### config.mk
export PLATFORM = sky130hd
export DESIGN_NAME = mem_unit_top
export DESIGN_NICKNAME = d
export VERILOG_FILES = /design/src/mem_unit_pkg.sv /design/src/mem_ram.sv /design/src/mem_slot_ctrl.sv /design/src/mem_slot_regs.sv /design/src/mem_slot_state.sv /design/src/mem_unit_top.sv
export SDC_FILE = /design/constraint.sdc
export NUM_CORES = 1
export LEC_CHECK = 0
export BUFFER_PORTS_ARGS = -buffer_cell sky130_fd_sc_hd__buf_2
export CORE_MARGIN = 10
export CORE_UTILIZATION = 61
export CTS_CLUSTER_DIAMETER = 40
export CTS_CLUSTER_SIZE = 10
export DETAILED_ROUTE_END_ITERATION = 8
export PLACE_DENSITY_LB_ADDON = 0.08
export SYNTH_ARGS = -nofsm -noshare
export SYNTH_HDL_FRONTEND = slang
export SYNTH_SLANG_ARGS = --single-unit
### constraint.sdc
create_clock -name clk_i -period 6.3 [get_ports clk_i]
set_input_delay 0.63 -clock clk_i [delete_from_list [all_inputs] [get_ports clk_i]]
set_output_delay 0.63 -clock clk_i [all_outputs]
set_load 0.02 [all_outputs]
### src/mem_unit_pkg.sv
`default_nettype none

package mem_unit_pkg;

	// ==================================================
	// Sizes
	// ==================================================

	// Number of request slots held by the unit
	localparam int NUM_SLOTS = 2;
	// Cycles from a RAM issue to the matching ack
	localparam int MEM_LATENCY = 3;

	localparam int ADDR_W = 4;
	localparam int DATA_W = 32;
	localparam int TAG_W = 4;

	// Enough bits to name one slot, never less than one
	localparam int SLOT_W = (NUM_SLOTS > 1) ? $clog2(NUM_SLOTS) : 1;
	// Depth of the word RAM follows from the address width
	localparam int MEM_WORDS = 1 << ADDR_W;

	// ==================================================
	// Types
	// ==================================================

	typedef logic [ADDR_W-1:0] mem_addr_t;
	typedef logic [DATA_W-1:0] mem_data_t;
	typedef logic [TAG_W-1:0] mem_tag_t;
	typedef logic [SLOT_W-1:0] slot_idx_t;

	// Life cycle of one slot, stepped by its own tracker
	typedef enum logic [1:0] {
		SLOT_AVAIL  = 2'd0,
		SLOT_READY  = 2'd1,
		SLOT_ACTIVE = 2'd2,
		SLOT_DELAY  = 2'd3
	} slot_state_t;

	// Request as it arrives from the requester, 41 bits
	typedef struct packed {
		logic      is_store;
		mem_addr_t addr;
		mem_data_t wdata;
		mem_tag_t  tag;
	} mem_req_t;

	// Completion payload that travels with the done pulse, 37 bits
	typedef struct packed {
		logic      is_load;
		mem_tag_t  tag;
		mem_data_t rdata;
	} mem_res_t;

	// Command from the control module to the RAM
	typedef struct packed {
		logic      is_store;
		mem_addr_t addr;
		mem_data_t wdata;
		slot_idx_t slot;
	} ram_cmd_t;

endpackage

`default_nettype wire

### src/mem_ram.sv
`timescale 1ns/1ps
`default_nettype none

module mem_ram import mem_unit_pkg::*; (
	input  logic      clk_i,
	input  logic      rst_i,
	input  logic      cmd_valid_i,
	input  ram_cmd_t  cmd_i,
	output logic      ack_o,
	output slot_idx_t ack_slot_o,
	output mem_data_t rdata_o
);

	// ==================================================
	// Storage
	// ==================================================

	mem_data_t mem_q [MEM_WORDS];

	// A store lands in the array on the issue edge
	always_ff @(posedge clk_i) begin
		if (cmd_valid_i && cmd_i.is_store) begin
			mem_q[cmd_i.addr] <= cmd_i.wdata;
		end
	end

	// ==================================================
	// Response pipeline
	// ==================================================

	// Stage zero is loaded on the issue edge, so the last stage is seen
	// exactly MEM_LATENCY cycles after the command
	logic      valid_q [MEM_LATENCY];
	slot_idx_t slot_q [MEM_LATENCY];
	mem_data_t data_q [MEM_LATENCY];

	// Only the valid bits need a reset
	always_ff @(posedge clk_i) begin
		if (rst_i) begin
			for (int k = 0; k < MEM_LATENCY; k++) begin
				valid_q[k] <= 1'b0;
			end
		end else begin
			valid_q[0] <= cmd_valid_i;
			for (int k = 1; k < MEM_LATENCY; k++) begin
				valid_q[k] <= valid_q[k-1];
			end
		end
	end

	// A load samples the word as it was before this edge
	always_ff @(posedge clk_i) begin
		slot_q[0] <= cmd_i.slot;
		data_q[0] <= mem_q[cmd_i.addr];
		for (int k = 1; k < MEM_LATENCY; k++) begin
			slot_q[k] <= slot_q[k-1];
			data_q[k] <= data_q[k-1];
		end
	end

	assign ack_o = valid_q[MEM_LATENCY-1];
	assign ack_slot_o = slot_q[MEM_LATENCY-1];
	assign rdata_o = data_q[MEM_LATENCY-1];

endmodule

`default_nettype wire

### src/mem_slot_ctrl.sv
`timescale 1ns/1ps
`default_nettype none

module mem_slot_ctrl import mem_unit_pkg::*; (
	input  logic                 clk_i,
	input  logic                 rst_i,
	input  logic                 req_i,
	input  logic                 flush_i,
	input  logic                 ram_ack_i,
	input  slot_idx_t            ram_ack_slot_i,
	input  slot_state_t          slot_state_i [NUM_SLOTS],
	input  mem_req_t             slot_entry_i [NUM_SLOTS],
	input  mem_data_t            slot_rdata_i [NUM_SLOTS],
	output logic [NUM_SLOTS-1:0] set_ready_o,
	output logic [NUM_SLOTS-1:0] set_avail_o,
	output logic [NUM_SLOTS-1:0] slot_ack_o,
	output logic                 wr_en_o,
	output logic                 cap_en_o,
	output slot_idx_t            wr_slot_o,
	output slot_idx_t            cap_slot_o,
	output logic                 ram_cmd_valid_o,
	output ram_cmd_t             ram_cmd_o,
	output logic                 ready_o,
	output logic                 done_o,
	output mem_res_t             done_data_o
);

	// Circular pointer step over the issue queue
	function automatic slot_idx_t next_ptr(slot_idx_t p);
		if (p == slot_idx_t'(NUM_SLOTS - 1)) begin
			return '0;
		end
		return p + slot_idx_t'(1);
	endfunction

	// ==================================================
	// Slot allocation and completion search
	// ==================================================

	slot_idx_t alloc_idx;
	slot_idx_t delay_idx;
	logic      any_avail;
	logic      any_delay;
	logic      accept;

	// Scan from the top down so the lowest matching slot is kept
	always_comb begin
		alloc_idx = '0;
		delay_idx = '0;
		any_avail = 1'b0;
		any_delay = 1'b0;
		for (int i = NUM_SLOTS - 1; i >= 0; i--) begin
			if (slot_state_i[i] == SLOT_AVAIL) begin
				alloc_idx = slot_idx_t'(i);
				any_avail = 1'b1;
			end
			// Only one slot can be in delay since the RAM serves one access at a time
			if (slot_state_i[i] == SLOT_DELAY) begin
				delay_idx = slot_idx_t'(i);
				any_delay = 1'b1;
			end
		end
	end

	assign ready_o = any_avail;
	// A request in the flush cycle is thrown away
	assign accept = req_i && any_avail && !flush_i;

	assign wr_en_o = accept;
	assign wr_slot_o = alloc_idx;
	assign set_ready_o = accept ? (NUM_SLOTS'(1) << alloc_idx) : '0;
	assign set_avail_o = {NUM_SLOTS{flush_i}};

	// ==================================================
	// Issue queue and RAM tracking
	// ==================================================

	slot_idx_t      queue_q [NUM_SLOTS];
	slot_idx_t      head_q;
	slot_idx_t      tail_q;
	logic [SLOT_W:0] queue_cnt_q;
	logic           ram_busy_q;
	logic           drop_q;
	slot_idx_t      head_slot;
	logic           issue;
	logic           ack_ok;

	assign head_slot = queue_q[head_q];
	// The head goes out as soon as it is active and nothing is in flight
	assign issue = (queue_cnt_q != '0) && (slot_state_i[head_slot] == SLOT_ACTIVE) &&
		!ram_busy_q && !flush_i;

	assign ram_cmd_valid_o = issue;
	assign ram_cmd_o.is_store = slot_entry_i[head_slot].is_store;
	assign ram_cmd_o.addr = slot_entry_i[head_slot].addr;
	assign ram_cmd_o.wdata = slot_entry_i[head_slot].wdata;
	assign ram_cmd_o.slot = head_slot;

	// Slot indices in acceptance order, no reset needed on the storage
	always_ff @(posedge clk_i) begin
		if (accept) begin
			queue_q[tail_q] <= alloc_idx;
		end
	end

	always_ff @(posedge clk_i) begin
		if (rst_i || flush_i) begin
			head_q <= '0;
			tail_q <= '0;
			queue_cnt_q <= '0;
		end else begin
			if (accept) begin
				tail_q <= next_ptr(tail_q);
			end
			if (issue) begin
				head_q <= next_ptr(head_q);
			end
			case ({accept, issue})
				2'b10: queue_cnt_q <= queue_cnt_q + (SLOT_W + 1)'(1);
				2'b01: queue_cnt_q <= queue_cnt_q - (SLOT_W + 1)'(1);
				default: queue_cnt_q <= queue_cnt_q;
			endcase
		end
	end

	// Busy stays up through a flush so a stale ack still frees the RAM
	// The drop flag marks that the ack in flight belongs to a flushed slot
	always_ff @(posedge clk_i) begin
		if (rst_i) begin
			ram_busy_q <= 1'b0;
			drop_q <= 1'b0;
		end else begin
			if (issue) begin
				ram_busy_q <= 1'b1;
			end else if (ram_ack_i) begin
				ram_busy_q <= 1'b0;
			end
			if (ram_ack_i) begin
				drop_q <= 1'b0;
			end else if (flush_i && ram_busy_q) begin
				drop_q <= 1'b1;
			end
		end
	end

	// ==================================================
	// Ack routing and done
	// ==================================================

	assign ack_ok = ram_ack_i && !drop_q && (slot_state_i[ram_ack_slot_i] == SLOT_ACTIVE);
	assign slot_ack_o = ack_ok ? (NUM_SLOTS'(1) << ram_ack_slot_i) : '0;
	assign cap_en_o = ack_ok;
	assign cap_slot_o = ram_ack_slot_i;

	// Done follows the delay cycle of the finishing slot
	// Stores report zero read data
	assign done_o = any_delay;
	assign done_data_o.is_load = !slot_entry_i[delay_idx].is_store;
	assign done_data_o.tag = slot_entry_i[delay_idx].tag;
	assign done_data_o.rdata = slot_entry_i[delay_idx].is_store ? '0 : slot_rdata_i[delay_idx];

endmodule

`default_nettype wire

### src/mem_slot_regs.sv
`timescale 1ns/1ps
`default_nettype none

module mem_slot_regs import mem_unit_pkg::*; (
	input  logic      clk_i,
	input  logic      wr_en_i,
	input  slot_idx_t wr_slot_i,
	input  mem_req_t  req_data_i,
	input  logic      cap_en_i,
	input  slot_idx_t cap_slot_i,
	input  mem_data_t cap_data_i,
	output mem_req_t  entry_o [NUM_SLOTS],
	output mem_data_t rdata_o [NUM_SLOTS]
);

	// ==================================================
	// Request entries
	// ==================================================

	// Each slot keeps the request it was given until it is reused
	// The tracker state tells whether the entry is live
	mem_req_t  entry_q [NUM_SLOTS];
	mem_data_t rdata_q [NUM_SLOTS];

	always_ff @(posedge clk_i) begin
		for (int s = 0; s < NUM_SLOTS; s++) begin
			if (wr_en_i && (wr_slot_i == slot_idx_t'(s))) begin
				entry_q[s] <= req_data_i;
			end
		end
	end

	// ==================================================
	// Read data capture
	// ==================================================

	// Load data lands here on the ack from the RAM
	// A store also writes this word but its result masks it out
	always_ff @(posedge clk_i) begin
		for (int s = 0; s < NUM_SLOTS; s++) begin
			if (cap_en_i && (cap_slot_i == slot_idx_t'(s))) begin
				rdata_q[s] <= cap_data_i;
			end
		end
	end

	// Both arrays are visible to the control module at all times
	always_comb begin
		for (int s = 0; s < NUM_SLOTS; s++) begin
			entry_o[s] = entry_q[s];
			rdata_o[s] = rdata_q[s];
		end
	end

endmodule

`default_nettype wire

### src/mem_slot_state.sv
`timescale 1ns/1ps
`default_nettype none

module mem_slot_state import mem_unit_pkg::*; (
	input  logic        clk_i,
	input  logic        rst_i,
	input  logic        ack_i,
	input  logic        set_ready_i,
	input  logic        set_avail_i,
	output slot_state_t state_o
);

	// One tracker per slot
	// A freshly allocated slot spends one cycle in ready, then waits in active
	// until the RAM acknowledges it, then spends one cycle in delay while the
	// done pulse is out
	always_ff @(posedge clk_i) begin
		if (rst_i) begin
			state_o <= SLOT_AVAIL;
		end else begin
			case (state_o)
				SLOT_AVAIL: state_o <= SLOT_AVAIL;
				SLOT_READY: state_o <= SLOT_ACTIVE;
				SLOT_ACTIVE: begin
					if (ack_i) begin
						state_o <= SLOT_DELAY;
					end
				end
				SLOT_DELAY: state_o <= SLOT_AVAIL;
				default: state_o <= SLOT_AVAIL;
			endcase
			// Allocation overrides the normal step
			if (set_ready_i) begin
				state_o <= SLOT_READY;
			end
			// Flush wins over everything else
			if (set_avail_i) begin
				state_o <= SLOT_AVAIL;
			end
		end
	end

endmodule

`default_nettype wire

### src/mem_unit_top.sv
`timescale 1ns/1ps
`default_nettype none

module mem_unit_top import mem_unit_pkg::*; (
	input  logic     clk_i,
	input  logic     rst_i,
	input  logic     req_i,
	input  logic     flush_i,
	input  mem_req_t req_data_i,
	output logic     ready_o,
	output logic     done_o,
	output mem_res_t done_data_o
);

	// ==================================================
	// Internal wiring
	// ==================================================

	slot_state_t          slot_state [NUM_SLOTS];
	mem_req_t             slot_entry [NUM_SLOTS];
	mem_data_t            slot_rdata [NUM_SLOTS];
	logic [NUM_SLOTS-1:0] set_ready;
	logic [NUM_SLOTS-1:0] set_avail;
	logic [NUM_SLOTS-1:0] slot_ack;
	logic                 wr_en;
	logic                 cap_en;
	slot_idx_t            wr_slot;
	slot_idx_t            cap_slot;
	logic                 ram_cmd_valid;
	ram_cmd_t             ram_cmd;
	logic                 ram_ack;
	slot_idx_t            ram_ack_slot;
	mem_data_t            ram_rdata;

	// Control sits in the middle and steers everything else
	mem_slot_ctrl u_ctrl (
		.clk_i           (clk_i),
		.rst_i           (rst_i),
		.req_i           (req_i),
		.flush_i         (flush_i),
		.ram_ack_i       (ram_ack),
		.ram_ack_slot_i  (ram_ack_slot),
		.slot_state_i    (slot_state),
		.slot_entry_i    (slot_entry),
		.slot_rdata_i    (slot_rdata),
		.set_ready_o     (set_ready),
		.set_avail_o     (set_avail),
		.slot_ack_o      (slot_ack),
		.wr_en_o         (wr_en),
		.cap_en_o        (cap_en),
		.wr_slot_o       (wr_slot),
		.cap_slot_o      (cap_slot),
		.ram_cmd_valid_o (ram_cmd_valid),
		.ram_cmd_o       (ram_cmd),
		.ready_o         (ready_o),
		.done_o          (done_o),
		.done_data_o     (done_data_o)
	);

	// One tracker per slot
	for (genvar g = 0; g < NUM_SLOTS; g++) begin : g_slot
		mem_slot_state u_slot_state (
			.clk_i       (clk_i),
			.rst_i       (rst_i),
			.ack_i       (slot_ack[g]),
			.set_ready_i (set_ready[g]),
			.set_avail_i (set_avail[g]),
			.state_o     (slot_state[g])
		);
	end

	mem_slot_regs u_regs (
		.clk_i      (clk_i),
		.wr_en_i    (wr_en),
		.wr_slot_i  (wr_slot),
		.req_data_i (req_data_i),
		.cap_en_i   (cap_en),
		.cap_slot_i (cap_slot),
		.cap_data_i (ram_rdata),
		.entry_o    (slot_entry),
		.rdata_o    (slot_rdata)
	);

	mem_ram u_ram (
		.clk_i       (clk_i),
		.rst_i       (rst_i),
		.cmd_valid_i (ram_cmd_valid),
		.cmd_i       (ram_cmd),
		.ack_o       (ram_ack),
		.ack_slot_o  (ram_ack_slot),
		.rdata_o     (ram_rdata)
	);

endmodule

`default_nettype wire

==> metrics.yaml <==
outcome:
  status: "finished clean"
clock_network:
  post_cts_buffers: 0
  clk_path_buf_depth: 3
  cts-root-buf: "clkbuf_16"
  cts_tree: "yes"
  cts_buffers: 99
  cts_hold_buf: 0
  postCtsResizedCells: 0
  clock_latency_ps: 630
  clock-sinks: 773
  clk_pin_slew_worst_paths_ps: 50
  htreeDepth: 3
yosys:
  netlist_instances: 1720
  synth_edf_count: 660
  yosys.area.top_type: "edfxtp_1"
  synthesis.area_um2: 27700
  ys.flop_type: "edfxtp_1"
  synthArstFlopShare: 0
  synth_area_leaders: "edfxtp_1 (71%), dfxtp_1 (8.2%), mux2i_1 (5.7%)"
  ys_ff_latch: 773
  yosys_warnings: 0
  syn_avg_cell_area_um2: 16.1
  synth_top_area_share: 0.714
  seq_area_frac_synth: 0.796
  syn-num-nets: 1774
  synth_cell_type_count: 39
finish:
  seqCellArea_um2: 22100
  drive_gt1_frac: 0.148
  n_fill_cell: 2934
  syn2layout_area_growth_pct: 15.5
  multiInputGateArea_um2: 5390
  num-nets-final: 1906
  antenna_cells: 0
  finalNonFillerCells: 2531
worst_setup_path:
  worst_setup_path_start_kind: "register"
  cp_common_cell: "mux2i_4"
  r2r_slack_ps: 1780
  crit_type: "register to register"
  cp_cell_sequence: "mux2i_4 -> inv_4 -> buf_4 -> mux2i_4 -> nand2_1 -> nor2_4"
  cpMaxStageDelayCell: "nor2_4"
  r2r-end: "u_ram.mem_q[7][17]$_DFFE_PP_"
  endpoint_kind: "register"
  slowest_delay_ps: 1110
  reg2reg_depth: 6
  cp_data_arrival_time_ps: 4730
  cp.required_ps: 6520
  worstPathMaxFanout: 32
timing:
  fmax_mhz: 221
  maxSlewViolCount: 0
  layout_min_cycle_time_ps: 4520
  finalClockSkew_ps: 24.4
  hold_viol: 0
  finalCritPeriodShare: 0.717
  tns_ps: 0
  setup_ws_ps: 1780
  finalSetupViolCount: 0
  tightest_slew_ps: 1300
  slew-limit-headroom: 0.132
  grt_setup_unrepaired: "false"
global_route:
  gr-total-overflow: 0
  grt_pass1_wl_um: 91600
  grt_pass1_vias: 15000
  grt_usage: 0.226
  antenna_found_initial: 3
  grt_max_degree: 85
worst_hold_path:
  holdCritPathClass: "input port to register"
  holdPathStages: 1
  hp-start: "req_data_i[19]"
  hold_path_end: "u_regs.entry_q[0][19]$_DFFE_PP_"
die:
  rows: 78
  die_x_um: 233
  design.core.area_um2: 45200
  num_io_pins: 84
  design.die.area_um2: 54400
  start_util: 0.614
  fp.dieH_um: 233
drt:
  via_per_inst: 5.92
  wl_per_cell_um: 24.1
  drc: 0
  drt-initial-drc-count: 1469
  wl_um: 61100
  ant_nets: 0
  via_count: 15000
  dr.pass1.iters: 5
pwr:
  powerDensity_nw_per_um2: 352
  p_leak_nw: 11.4
  vdd_ir_drop_max_mv: 0.244
place:
  place_ws_ps: 1750
  post-dp-hpwl_um: 34500
  portBuffers: 83
  dp.cells: 2351
  routabilityCongestion: 0.768
run:
  drv_cap: 0
## registers in the layout, summed over array words and instances, names as in the netlist, named ones only
signal	count
u_ctrl.queue_cnt_q	2
u_ram.valid_q	3
u_ctrl.head_q	1
u_ram.data_q	96
u_ram.mem_q	512
g_slot.u_slot_state.state_o	4
u_ctrl.queue_q	2
u_ctrl.drop_q	1
u_ram.slot_q	3
u_ctrl.tail_q	1
u_regs.rdata_q	64
u_ctrl.ram_busy_q	1
u_regs.entry_q	82
## critical path, delay by kind of cell, from the launching register on
family | cells | cell delay [ps]
buffers and inverters | 2 | 770
flip-flops | 1 | 360
multiplexers | 2 | 1370
AND/OR/NAND/NOR | 2 | 1540
## metrics by stage
stage	power, mW	area [um^2]	hold slack (ps)	util
after CTS	11.4	32000	161	0.709
final	11.3	32000	192	0.709
after global placement	6.13	28900	311	0.640
after global routing	11.6	32000	174	0.709
after floorplan	5.99	27700	310	-
after detailed placement	6.14	28900	312	0.640
## cells in the final DEF, fill, tap and decap left out, types with 3 or more instances in the layout
cell          n
clkinv_2      8
inv_1         8
clkbuf_16   107
nor3_1        4
a21oi_1      38
mux2i_1     158
o22ai_1      62
nor2_4       16
nand2_1     380
buf_2        83
buf_4        32
edfxtp_1    660
bufinv_16     3
nor2_1       10
nor2_2        3
or2_2         3
a32o_1       31
ha_1          9
a31oi_1      33
nand2b_1      5
clkinvlp_4    6
dfxtp_1     113
mux2i_4       4
mux4_2        3
clkbuf_1     45
nor2b_1       4
a311o_1      31
clkbuf_8      4
nand3_1      43
## where the power goes
group          total, mW  internal, mW  switching [mW]  leakage (nW)
Clock               5.24          3.27            1.97          1.50
Sequential          5.69          5.65          0.0401          6.91
Combinational      0.353         0.109           0.245          2.99
Total               11.3          9.03            2.26          11.4
## layout make-up
class	count	area share
sequential	773	0.689
clock inverter	24	0.00699
clock buffer	156	0.0905
timing repair buffer	115	0.0205
multi-input combinational	852	0.168
inverter	11	0.00137
tap	600	0.0234
## worst max path at each step
stage,to,slack (ps),cells after the start
floorplan,g_slot[0].u_slot_state.state_o[1]$_SDFFE_PP0P_,1640,5
global placement,u_ram.mem_q[5][13]$_DFFE_PP_,1820,5
detailed placement,u_ram.mem_q[5][12]$_DFFE_PP_,1750,5
CTS,u_ram.mem_q[5][6]$_DFFE_PP_,1740,5
global route,u_ram.mem_q[5][6]$_DFFE_PP_,1590,5
finish,u_ram.mem_q[7][17]$_DFFE_PP_,1780,6
## cells in the mapped netlist, types with 2 or more instances
cell,number
a21oi_1,38
a311o_1,31
a31oi_1,33
a32o_1,31
buf_1,6
buf_2,23
buf_4,11
buf_6,3
clkbuf_1,41
dfxtp_1,113
edfxtp_1,660
ha_1,9
inv_1,10
mux2_2,2
mux2i_1,159
mux2i_2,2
mux4_2,3
nand2_1,380
nand2b_1,5
nand3_1,43
nor2_1,28
nor2b_1,5
nor3_1,4
o22ai_1,62
or2_2,3
xor2_1,2
## layer usage
layer / wire length [um] / track usage / up-vias
li1: - / - / 6778
met1: 25400 / 0.304 / 7514
met2: 29800 / 0.370 / 599
met3: 4650 / 0.0414 / 82
met4: 1200 / 0.0704 / 0
met5: 0 / 0 / -
## kinds of logic after synthesis
| kind of cell | after synthesis | synth area share |
|---|---|---|
| flip-flops | 773 | 0.796 |
| multiplexers | 169 | 0.0634 |
| adder cells (fa/ha/maj) | 9 | 0.00406 |
| AND/OR/NAND/NOR | 473 | 0.0680 |
| XOR/XNOR | 3 | 0.000947 |
| buffers and inverters | 95 | 0.0163 |
| AO/OA/AOI/OAI | 198 | 0.0514 |
No activity file was read; power rests on OpenSTA's default activity.
